<file path="src/rtl/serial_pkg.sv">
`default_nettype none

package serial_pkg;

   localparam int XLEN   = 32;           // Register width
   localparam int REG_AW = 5;            // Register address bits
   localparam int BIT_AW = 5;            // Bit index, one memory word per bit
   localparam int NREG   = 1 << REG_AW;  // One memory column per register

   // Major opcodes
   localparam logic [6:0] OPC_OP    = 7'b0110011;  // Register-register
   localparam logic [6:0] OPC_OPIMM = 7'b0010011;  // Register-immediate

   // funct3 codes, shared by both formats
   localparam logic [2:0] F3_ADD = 3'b000;
   localparam logic [2:0] F3_XOR = 3'b100;
   localparam logic [2:0] F3_OR  = 3'b110;
   localparam logic [2:0] F3_AND = 3'b111;

   localparam logic [6:0] F7_BASE = 7'b0000000;
   localparam logic [6:0] F7_ALT  = 7'b0100000;  // Selects SUB

   typedef struct packed {
      logic [6:0]        funct7;
      logic [REG_AW-1:0] rs2;
      logic [REG_AW-1:0] rs1;
      logic [2:0]        funct3;
      logic [REG_AW-1:0] rd;
      logic [6:0]        opcode;
   } r_fmt_t;

   typedef struct packed {
      logic [11:0]       imm12;  // Sign bit at the top
      logic [REG_AW-1:0] rs1;
      logic [2:0]        funct3;
      logic [REG_AW-1:0] rd;
      logic [6:0]        opcode;
   } i_fmt_t;

   // Low 20 bits line up, top 12 are funct7/rs2 or the immediate
   typedef union packed {
      r_fmt_t r;
      i_fmt_t i;
   } instr_u;

   typedef enum logic [2:0] {
      ALU_ADD = 3'd0,
      ALU_SUB = 3'd1,
      ALU_AND = 3'd2,
      ALU_OR  = 3'd3,
      ALU_XOR = 3'd4
   } alu_op_e;

   typedef struct packed {
      alu_op_e           alu_op;
      logic              use_imm;   // Operand b from imm, not rs2
      logic              write_en;  // Clear for NOP or rd of x0
      logic [REG_AW-1:0] rd;
      logic [REG_AW-1:0] rs1;
      logic [REG_AW-1:0] rs2;
      logic [XLEN-1:0]   imm;       // Already sign extended
   } op_desc_t;

   typedef struct packed {
      logic [REG_AW-1:0] rd;
      logic [XLEN-1:0]   value;
   } result_t;

endpackage

`default_nettype wire
</file>
<file path="src/rtl/serial_core.sv">
`default_nettype none
`timescale 1ns/100ps

module serial_core (
   input  wire logic               i_clk,
   input  wire logic               i_rst,
   input  wire logic               i_cmd_valid,  // Single-cycle strobe
   input  wire serial_pkg::instr_u i_cmd_instr,
   output logic                    o_busy,
   output logic                    o_done,
   output serial_pkg::result_t     o_result
);

   serial_pkg::op_desc_t          desc;
   serial_pkg::result_t           result_q;    // Held between completions
   logic                          accept;
   logic                          rs_en;
   logic                          rd_en;       // Write phase from sequencer
   logic                          first;
   logic                          seq_done;
   logic                          rs1_bit;
   logic                          rs2_bit;
   logic                          rd_bit;
   logic [serial_pkg::BIT_AW-1:0] rbit;
   logic [serial_pkg::BIT_AW-1:0] wbit;
   logic [serial_pkg::XLEN-1:0]   alu_word;

   instr_decoder i_instr_decoder (
      .i_clk    (i_clk),
      .i_rst    (i_rst),
      .i_accept (accept),
      .i_instr  (i_cmd_instr),
      .o_desc   (desc)
   );

   bit_sequencer i_bit_sequencer (
      .i_clk       (i_clk),
      .i_rst       (i_rst),
      .i_cmd_valid (i_cmd_valid),
      .i_write_en  (desc.write_en),
      .o_accept    (accept),
      .o_rs_en     (rs_en),
      .o_rbit      (rbit),
      .o_rd_en     (rd_en),
      .o_wbit      (wbit),
      .o_first     (first),
      .o_busy      (o_busy),
      .o_done      (seq_done)
   );

   // ALU still runs for NOPs and x0, only the write is suppressed
   bit_regfile i_bit_regfile (
      .i_clk      (i_clk),
      .i_rd_en    (rd_en & desc.write_en),
      .i_wbit     (wbit),
      .i_rd_addr  (desc.rd),
      .i_rd       (rd_bit),
      .i_rs_en    (rs_en),
      .i_rbit     (rbit),
      .i_rs1_addr (desc.rs1),
      .i_rs2_addr (desc.rs2),
      .o_rs1      (rs1_bit),
      .o_rs2      (rs2_bit)
   );

   serial_alu i_serial_alu (
      .i_clk    (i_clk),
      .i_rst    (i_rst),
      .i_desc   (desc),
      .i_accept (accept),
      .i_valid  (rd_en),
      .i_first  (first),
      .i_rs1    (rs1_bit),
      .i_rs2    (rs2_bit),
      .o_rd     (rd_bit),
      .o_word   (alu_word)
   );

   always_ff @(posedge i_clk) begin
      if (seq_done) begin
         result_q <= '{rd: desc.rd, value: alu_word};
      end
   end

   // ALU word is complete in the done cycle, pass it straight through
   always_comb begin
      if (seq_done) begin
         o_result = '{rd: desc.rd, value: alu_word};
      end else begin
         o_result = result_q;
      end
   end

   assign o_done = seq_done;

endmodule

`default_nettype wire

</file>
<file path="src/rtl/serial_alu.sv">
`default_nettype none
`timescale 1ns/100ps

module serial_alu (
   input  wire logic                     i_clk,
   input  wire logic                     i_rst,
   input  wire serial_pkg::op_desc_t     i_desc,
   input  wire logic                     i_accept,
   input  wire logic                     i_valid,  // Write phase, one bit per cycle
   input  wire logic                     i_first,  // Bit 0 cycle
   input  wire logic                     i_rs1,
   input  wire logic                     i_rs2,
   output logic                          o_rd,
   output logic [serial_pkg::XLEN-1:0]   o_word
);

   logic                        load_q;   // Descriptor valid, load imm
   logic [serial_pkg::XLEN-1:0] imm_sr;   // LSB is the current imm bit
   logic                        carry_q;
   logic                        is_sub;
   logic                        op_b;     // Raw second operand
   logic                        b_eff;    // Inverted for SUB
   logic                        cin;
   logic                        sum;
   logic                        cout;

   // Descriptor lands one edge after accept
   always_ff @(posedge i_clk) begin
      if (i_rst) begin
         load_q <= 1'b0;
      end else begin
         load_q <= i_accept;
      end
   end

   always_ff @(posedge i_clk) begin
      if (load_q) begin
         imm_sr <= i_desc.imm;
      end else if (i_valid) begin
         imm_sr <= imm_sr >> 1;  // Next bit to LSB
      end
   end

   assign is_sub = i_desc.alu_op == serial_pkg::ALU_SUB;
   assign op_b   = i_desc.use_imm ? imm_sr[0] : i_rs2;
   assign b_eff  = op_b ^ is_sub;
   assign cin    = i_first ? is_sub : carry_q;  // +1 of two's complement on bit 0

   // Full adder on one bit
   assign sum  = i_rs1 ^ b_eff ^ cin;
   assign cout = (i_rs1 & b_eff) | (cin & (i_rs1 ^ b_eff));

   always_ff @(posedge i_clk) begin
      if (i_rst) begin
         carry_q <= 1'b0;
      end else if (i_valid) begin
         carry_q <= cout;
      end
   end

   always_comb begin
      case (i_desc.alu_op)
         serial_pkg::ALU_AND: o_rd = i_rs1 & op_b;
         serial_pkg::ALU_OR:  o_rd = i_rs1 | op_b;
         serial_pkg::ALU_XOR: o_rd = i_rs1 ^ op_b;
         default:             o_rd = sum;  // ADD and SUB
      endcase
   end

   // Shift in from the top, bit 0 reaches the LSB after 32 cycles
   always_ff @(posedge i_clk) begin
      if (i_valid) begin
         o_word <= {o_rd, o_word[serial_pkg::XLEN-1:1]};
      end
   end

endmodule

`default_nettype wire

</file>
<file path="src/rtl/bit_sequencer.sv">
`default_nettype none
`timescale 1ns/100ps

// Phase p: read bit p (0..31), write bit p-1 (1..32)
module bit_sequencer (
   input  wire logic                    i_clk,
   input  wire logic                    i_rst,
   input  wire logic                    i_cmd_valid,
   input  wire logic                    i_write_en,  // Descriptor writeback flag
   output logic                         o_accept,
   output logic                         o_rs_en,
   output logic [serial_pkg::BIT_AW-1:0] o_rbit,
   output logic                         o_rd_en,
   output logic [serial_pkg::BIT_AW-1:0] o_wbit,
   output logic                         o_first,
   output logic                         o_busy,
   output logic                         o_done
);

   localparam logic [serial_pkg::BIT_AW:0] LAST = (serial_pkg::BIT_AW+1)'(serial_pkg::XLEN);

   logic [serial_pkg::BIT_AW:0] phase_q;  // One extra bit for the trailing write
   logic                        busy_q;
   logic                        done_q;

   // Idle and not reporting, so a strobe in the done cycle is dropped
   assign o_accept = i_cmd_valid & ~busy_q & ~done_q;

   always_ff @(posedge i_clk) begin
      if (i_rst) begin
         phase_q <= '0;
         busy_q  <= 1'b0;
         done_q  <= 1'b0;
      end else begin
         done_q <= 1'b0;  // Single-cycle pulse
         if (o_accept) begin
            phase_q <= '0;
            busy_q  <= 1'b1;
         end else if (busy_q) begin
            phase_q <= phase_q + 1'b1;
            if (phase_q == LAST) begin  // Final write cycle
               busy_q <= 1'b0;
               done_q <= 1'b1;
            end
         end
      end
   end

   assign o_rs_en = busy_q & ~phase_q[serial_pkg::BIT_AW];   // Phases 0..31
   assign o_rbit  = phase_q[serial_pkg::BIT_AW-1:0];
   assign o_rd_en = busy_q & (phase_q != '0);               // Phases 1..32
   assign o_wbit  = o_rbit - 1'b1;                         // Lags read by one, wraps to 31
   assign o_first = busy_q & (phase_q == 1);               // ALU sees bit 0
   assign o_busy  = busy_q;
   assign o_done  = done_q;

   // Each written bit was read one cycle earlier
   a_write_in_busy : assert property (
      @(posedge i_clk) disable iff (i_rst)
      o_rd_en |-> o_busy && $past(o_rs_en)
   );

   a_done_no_accept : assert property (
      @(posedge i_clk) disable iff (i_rst)
      o_done |-> !o_accept
   );

   // Decoder must not change the descriptor under a running stream
   a_write_en_stable : assert property (
      @(posedge i_clk) disable iff (i_rst)
      busy_q && $past(busy_q) |-> $stable(i_write_en)
   );

endmodule

`default_nettype wire

</file>
<file path="src/rtl/instr_decoder.sv">
`default_nettype none
`timescale 1ns/100ps

module instr_decoder (
   input  wire logic               i_clk,
   input  wire logic               i_rst,
   input  wire logic               i_accept,  // Command taken this edge
   input  wire serial_pkg::instr_u i_instr,
   output serial_pkg::op_desc_t    o_desc
);

   serial_pkg::op_desc_t desc_d;
   logic                 legal;  // Supported encoding

   always_comb begin
      desc_d         = '0;
      legal          = 1'b0;
      desc_d.rd      = i_instr.r.rd;
      desc_d.rs1     = i_instr.r.rs1;
      desc_d.imm     = {{(serial_pkg::XLEN-12){i_instr.i.imm12[11]}}, i_instr.i.imm12};
      if (i_instr.r.opcode == serial_pkg::OPC_OP) begin
         desc_d.rs2 = i_instr.r.rs2;  // R view with funct7 and rs2 on top
         case (i_instr.r.funct3)
            serial_pkg::F3_ADD: begin
               legal = (i_instr.r.funct7 == serial_pkg::F7_BASE) ||
                       (i_instr.r.funct7 == serial_pkg::F7_ALT);
               if (i_instr.r.funct7[5]) begin
                  desc_d.alu_op = serial_pkg::ALU_SUB;
               end else begin
                  desc_d.alu_op = serial_pkg::ALU_ADD;
               end
            end
            serial_pkg::F3_XOR: begin
               legal         = i_instr.r.funct7 == serial_pkg::F7_BASE;
               desc_d.alu_op = serial_pkg::ALU_XOR;
            end
            serial_pkg::F3_OR: begin
               legal         = i_instr.r.funct7 == serial_pkg::F7_BASE;
               desc_d.alu_op = serial_pkg::ALU_OR;
            end
            serial_pkg::F3_AND: begin
               legal         = i_instr.r.funct7 == serial_pkg::F7_BASE;
               desc_d.alu_op = serial_pkg::ALU_AND;
            end
            default: legal = 1'b0;  // SLT, shifts etc. become NOP
         endcase
      end else if (i_instr.i.opcode == serial_pkg::OPC_OPIMM) begin
         desc_d.use_imm = 1'b1;  // I view with the immediate on top
         legal          = 1'b1;
         case (i_instr.i.funct3)
            serial_pkg::F3_ADD: desc_d.alu_op = serial_pkg::ALU_ADD;
            serial_pkg::F3_XOR: desc_d.alu_op = serial_pkg::ALU_XOR;
            serial_pkg::F3_OR:  desc_d.alu_op = serial_pkg::ALU_OR;
            serial_pkg::F3_AND: desc_d.alu_op = serial_pkg::ALU_AND;
            default:            legal = 1'b0;
         endcase
      end
      desc_d.write_en = legal && (desc_d.rd != '0);  // x0 and NOPs skip writeback
   end

   always_ff @(posedge i_clk) begin
      if (i_rst) begin
         o_desc <= '0;
      end else if (i_accept) begin
         o_desc <= desc_d;  // Held for the whole bit stream
      end
   end

   a_alu_op_legal : assert property (
      @(posedge i_clk) disable iff (i_rst)
      o_desc.alu_op inside {serial_pkg::ALU_ADD, serial_pkg::ALU_SUB, serial_pkg::ALU_AND,
                            serial_pkg::ALU_OR, serial_pkg::ALU_XOR}
   );

endmodule

`default_nettype wire

</file>
<file path="src/rtl/bit_regfile.sv">
`default_nettype none
`timescale 1ns/100ps

// Transposed storage: word k holds bit k of every register,
// column r of each word belongs to register x<r>
module bit_regfile (
   input  wire logic                          i_clk,
   input  wire logic                          i_rd_en,     // Write strobe
   input  wire logic [serial_pkg::BIT_AW-1:0] i_wbit,      // Word to write
   input  wire logic [serial_pkg::REG_AW-1:0] i_rd_addr,   // Column to write
   input  wire logic                          i_rd,        // Write data bit
   input  wire logic                          i_rs_en,     // Read strobe
   input  wire logic [serial_pkg::BIT_AW-1:0] i_rbit,      // Word to read
   input  wire logic [serial_pkg::REG_AW-1:0] i_rs1_addr,
   input  wire logic [serial_pkg::REG_AW-1:0] i_rs2_addr,
   output logic                               o_rs1,
   output logic                               o_rs2
);

   logic [serial_pkg::NREG-1:0] mem [serial_pkg::XLEN];  // 32 words x 32 columns
   logic [serial_pkg::NREG-1:0] wmask;                   // One-hot column select
   logic [serial_pkg::NREG-1:0] rword_q;                 // Registered read word
   logic [serial_pkg::NREG-1:0] rword;

   // One-hot write mask, x0 column never enabled
   always_comb begin
      wmask            = '0;
      wmask[i_rd_addr] = 1'b1;
      wmask[0]         = 1'b0;
   end

   // Masked write, only the selected column of the word changes
   always_ff @(posedge i_clk) begin
      if (i_rd_en) begin
         for (int c = 0; c < serial_pkg::NREG; c++) begin
            if (wmask[c]) begin
               mem[i_wbit][c] <= i_rd;
            end
         end
      end
   end

   // One-cycle read, word lands the cycle after the strobe
   always_ff @(posedge i_clk) begin
      if (i_rs_en) begin
         rword_q <= mem[i_rbit];
      end
   end

   // Column 0 is never written, so force it here
   assign rword = {rword_q[serial_pkg::NREG-1:1], 1'b0};

   assign o_rs1 = rword[i_rs1_addr];  // Column select for each source
   assign o_rs2 = rword[i_rs2_addr];

   // Data bit from the ALU must be resolved when written
   a_wdata_known : assert property (
      @(posedge i_clk) i_rd_en |-> !$isunknown(i_rd)
   );

endmodule

`default_nettype wire

</file>
<file path="config.mk">
export PLATFORM = sky130hd
export DESIGN_NAME = serial_core
export DESIGN_NICKNAME = d
export VERILOG_FILES = /design/src/rtl/serial_pkg.sv /design/src/rtl/serial_core.sv /design/src/rtl/serial_alu.sv /design/src/rtl/bit_sequencer.sv /design/src/rtl/instr_decoder.sv /design/src/rtl/bit_regfile.sv
export SDC_FILE = /design/constraint.sdc
export NUM_CORES = 2
export LEC_CHECK = 0
export BUFFER_PORTS_ARGS = -buffer_cell sky130_fd_sc_hd__buf_2
export CAP_MARGIN = 20
export CORE_UTILIZATION = 35
export CTS_CLUSTER_DIAMETER = 200
export DETAILED_ROUTE_END_ITERATION = 7
export GPL_TIMING_DRIVEN = 0
export HOLD_SLACK_MARGIN = 0.12
export PLACE_DENSITY = 0.58
export RECOVER_POWER = 25
export SYNTH_ARGS = -nofsm -noshare
export SYNTH_HDL_FRONTEND = slang
export SYNTH_SLANG_ARGS = --single-unit
</file>
<file path="constraint.sdc">
create_clock -name i_clk -period 177.7 [get_ports i_clk]
set_clock_uncertainty 0.15 [all_clocks]
set_input_delay 17.77 -clock i_clk [delete_from_list [all_inputs] [get_ports i_clk]]
set_output_delay 17.77 -clock i_clk [all_outputs]
set_load 0.05 [all_outputs]
</file>
Yosys cells after proc, flatten, opt, wreduce, memory -nomap -nowiden
Memory sizes are Yosys's and may differ from the RTL's. A register that Yosys moved wholly into a read port is not among the register bits. Cells that the tools add are included.

Input bits: 35. Output and inout port bits: 39. Memories kept: 1. RAM bits: 992. Register bits: 143.

Equality and inequality tests: 12. $add $sub $neg: 2. Reduce and logical (&&, ||, !) cells: 12. Bitwise operators: 18. Mux-type cells: 120. Order comparisons: 4.

Memory list: i_bit_regfile.mem (depth 32, width 31, read ports 1, clocked after memory_dff 1, write ports 1, line bit_regfile.sv:20) `logic [serial_pkg::NREG-1:0] mem [serial_pkg::XLEN];`.

Operator list (count): 2-to-1 mux 1 bit (107); 2-to-1 mux 32 bit (2); 2-to-1 mux 37 bit (1); less-than comparator 5 x 6 -> 1 bit (second input constant) (3); equality test 7 x 6 -> 1 bit (second input constant) (2); equality test 3 bit (second input constant) (4); case mux 3 bit (4 select lines) (1); binary-select mux 1 bit (select 5 bit) (2); bitwise AND 1 bit (9); case mux 3 bit (3 select lines) (1); equality test 7 x 5 -> 1 bit (second input constant) (1); zero test 7 bit (1); adder 6 x 1 -> 6 bit (second input constant) (1); equality test 3 x 2 -> 1 bit (second input constant) (2); equality test 6 x 1 -> 1 bit (second input constant) (1); equality test 6 bit (second input constant) (1); nonzero test 6 bit (1); OR reduction 3 bit (2); demux 1 bit (select 5 bit) (1); >= comparator 5 x 1 -> 1 bit (second input constant) (1); 2-to-1 mux 5 bit (1); nonzero test 5 bit (1); subtractor 5 x 1 -> 5 bit (second input constant) (1); 2-to-1 mux 4 bit (1); 13 further kinds (20).

Depth between registers and ports, before layout
Depth in word-level cells: 7. Depth in mapped cells: 14. Mapped depth without buffers: 12.

Cells and area by module
Synthesis repeated with hierarchy kept, for this count alone.

Cells, all modules: 3276. Area total of the unflattened synthesis: 49249.7 sq um.

Modules (own cells, without submodules): bit_regfile (instances 1, area each 43442.9 sq um, cells each 2866); serial_alu (instances 1, area each 2521.2 sq um, cells each 122); instr_decoder (instances 1, area each 1418.9 sq um, cells each 150); serial_core (instances 1, area each 1347.5 sq um, cells each 79); bit_sequencer (instances 1, area each 519.2 sq um, cells each 59).

Least setup slack after synthesis
OpenSTA, ideal clock, no wires.

Path type: register -> register. Start: register i_instr_decoder.o_desc[38] in the netlist's numbering. End: memory i_bit_regfile.mem[0][0] in the netlist's numbering, data pin. Data required time: 166703 ps. Path buffers: 1. Setup slack: 110706 ps. Arrival time: 55997 ps. Cell stages (with the launch flop): 8. Cells stage by stage: dfxtp_1 -> buf_2 -> mux4_2 -> mux2i_1 -> mux2_2 -> nor2_1 -> nor2_1 -> o41ai_1.

Cells in the longest elaborated chain, start to end: 5. Elaborated cells on any way between the ends: 8.

Ends and longest elaborated chain: start: declaration (line instr_decoder.sv:9) `output serial_pkg::op_desc_t o_desc`; start signal: assignment (line instr_decoder.sv:65) `o_desc <= desc_d;`; binary-select mux 1 bit (select 5 bit) (*) (line bit_regfile.sv:53) `assign o_rs1 = rword[i_rs1_addr];`; 2-to-1 mux 1 bit (not written as such) (*) (line bit_regfile.sv:53); bitwise XOR 1 bit (2 in series) (line serial_alu.sv:50) `assign sum = i_rs1 ^ b_eff ^ cin;`; case mux 1 bit (3 select lines) (*) (line serial_alu.sv:62) `case (i_desc.alu_op)`; via i_bit_regfile.i_rd (line bit_regfile.sv:11) `input wire logic i_rd,`; end: declaration (line bit_regfile.sv:20).

The timed path passes the listed nets; every way through them passes the cells marked *. The select of a mux whose other input is x is not followed.

==> run metrics <==
status finished, violations left; failing checks capacitance limit, slew limit; R2R Path Start i_bit_sequencer.phase_q[1]; commonest non-fill, non-tap cells in the layout edfxtp_1 (1087), nor2_1 (1009), mux4_2 (324), clkbuf_1 (242), nand2_1 (193); core area 139400 um2; hold_sp i_instr_decoder.o_desc[0]; crit end category output port; Detail Route Antenna Nets 0; port bufs between 70 and 80; hpwl dp 92.70 mm; Final Critical Period 20.65 ns; P per Cell Area about 11 nW/um2; dpl cell area 52780 um2; row count 137; Area growth syn-to-layout 14.99%; Worst Path Max Fanout 10; Worst Max-Slew Pin Slew 3.291 ns; GP Congestion 0.9060; top_reg_cell synth edfxtp_1; total grt overflow 0; Hold WC Path Type reg2reg; vias post-DR between 20000 and 30000; Max Slew Vio Count 86; global-route wire length before repair 194.6 mm; fin nets 3569; Worst EP arrival 2.73 ns; Resize count post-CTS 0; number of global-route vias before repair ~29000; highest metal used met5; DRC Markers 0; all-layer global routing usage 0.1886; CTS Hold Bufs 0; clock latency on the worst-skew pair 0.77 ns; synthesis-stage register bit count 1166; final hold vios 0; Clock transition at path regs 0.06 ns; io pins 74; pin count of the biggest net entering global routing 33; drt pass-1 iters 6; startpoint types flip-flop; Routed WL 133.9 mm; Max-cap violations 3; Vias/cell roughly 5.3; initial drt markers around 3200; CTS tree done; initial antenna violation count 3; Synth Area per Inst 15.22 um2; synth warn 0; chip width ~380 um; Starting Density 0.3524; Die Ht 376.6 um; Setup Fix Bufs, Post-CTS 0; fin area 56480 um2; final worst path period share 0.1162; clk sinks roughly 1200; Diodes inserted 0; commonest non-fill, non-tap cell in the layout edfxtp_1; crit path launch i_bit_sequencer.o_done; drt wl/cell 24.33 um; CTS H-tree lvls 3; CTS buffer count between 100 and 150; Final Util 0.4052; layout cells sized above 1 0.2104; RSZ-0062 raised after global routing false; Relative slew margins -1.214; Worst Path Required between 150 and 200 ns; Syn Inst Count 3227; Routed met3 length 10.83 mm; setup TNS 0 ns; Post-synth EDFFs 1087; Root Driver clkbuf_16; Lkg Pwr around 17 nW; die area ~140000 um2; register area share after synthesis 0.6968; kind of critical path reg2out; syn_nets approximately 3300; setup violators final 0; async set or reset register ratio after synthesis 0; Max Buffers Root-to-Sink 3; worst vdd ir 8.917 uV; routed wl met2 61.69 mm; M1 wire length 56.88 mm; max frequency 48.42 MHz; Synth cell types 56; Netlist Area Pre-Place 49110 um2
synthesized netlist by cell type (all sizes together) (3+ instances only):
cell type | number | share of area
edfxtp | 1087 | 0.66
nor2 | 1009 | 0.077
mux4 | 324 | 0.15
nand2 | 193 | 0.015
clkbuf | 168 | 0.013
buf | 130 | 0.013
dfxtp | 79 | 0.032
mux2 | 51 | 0.012
inv | 35 | 0.0027
o21ai | 34 | 0.0035
a22o | 16 | 0.0029
ha | 8 | 0.0020
nor3b | 8 | 0.0014
o22ai | 8 | 0.0013
mux2i | 7 | 0.0014
and2 | 5 | 0.00064
nand3 | 5 | 0.00051
nor3 | 5 | 0.00061
xnor2 | 5 | 0.00089
a21oi | 4 | 0.00041
and3b | 4 | 0.00071
or2 | 3 | 0.00038
xor2 | 3 | 0.00054
registers in the layout (all words and copies together), names as in the netlist:
register                 count
result_q                    37
i_bit_sequencer.o_busy       1
i_serial_alu.imm_sr         32
i_bit_sequencer.phase_q      6
i_bit_regfile.mem          992
i_serial_alu.carry_q         1
i_serial_alu.o_word         32
i_bit_sequencer.o_done       1
i_instr_decoder.o_desc      32
i_serial_alu.load_q          1
i_bit_regfile.rword_q       31
final timing paths:
| kind | end | slack (ns) | cells after the start |
|---|---|---|---|
| worst max register to register | i_bit_regfile.mem[20][1] | 168.57 | 13 |
| worst min-delay path | i_instr_decoder.o_desc[0] | 0.29 | 2 |
| worst min register to register | i_instr_decoder.o_desc[0] | 0.29 | 2 |
| worst max-delay path | o_result[28] | 157.05 | 4 |
critical path, stage by stage (launching register included):
cell and delay, ns:
dfxtp_1 0.40, clkbuf_1 0.48, clkbuf_1 0.50, mux2_1 0.41, buf_2 0.23
routing by layer:
layer | GRT usage | up-vias
met2 | 0.2961 | 1219
met4 | 0.06029 | 4
met3 | 0.03574 | 245
met5 | 0 | -
li1 | - | 12430
met1 | 0.2644 | 15040
stage by stage:
step / worst slack [ns] / cells / power, mW / hold slack (ns)
3_3_place_gp: 65.24 / 5176 / 0.4611 / 0.2742
4_1_cts: 156.95 / 5501 / 0.6241 / 0.2940
2_1_floorplan: 110.71 / 3227 / 0.4048 / 0.2671
5_1_grt: 156.84 / 5503 / 0.6365 / 0.3031
3_5_place_dp: 157.74 / 5278 / 0.3774 / 0.2799
6_report: 157.05 / 5503 / 0.6189 / 0.2888
logic make-up after synthesis:
group	Yosys count	synth area share
compound gates	80	0.01118
xor+xnor	8	0.001427
fa+ha+maj	8	0.002038
buf+inv	333	0.02812
flops	1166	0.6968
mux	382	0.1617
simple gates	1250	0.09874
report_power, final:
part           switching (mW)  total (mW)  leakage (nW)  internal (mW)
Clock                   0.109       0.249          1.88          0.139
Sequential           0.000897       0.319          10.6          0.318
Combinational          0.0342      0.0508          4.56         0.0166
cell type report:
class,instances,area (um2)
multi-input combinational,1728,13490
fill,12910,82880
inverter,35,131.4
clock buffer,158,3218
buffer,298,1245
timing repair buffer,177,1180
sequential,1166,34220
tap,1876,2347
clock inverter,65,639.4
(Power assumes the default switching activity.)
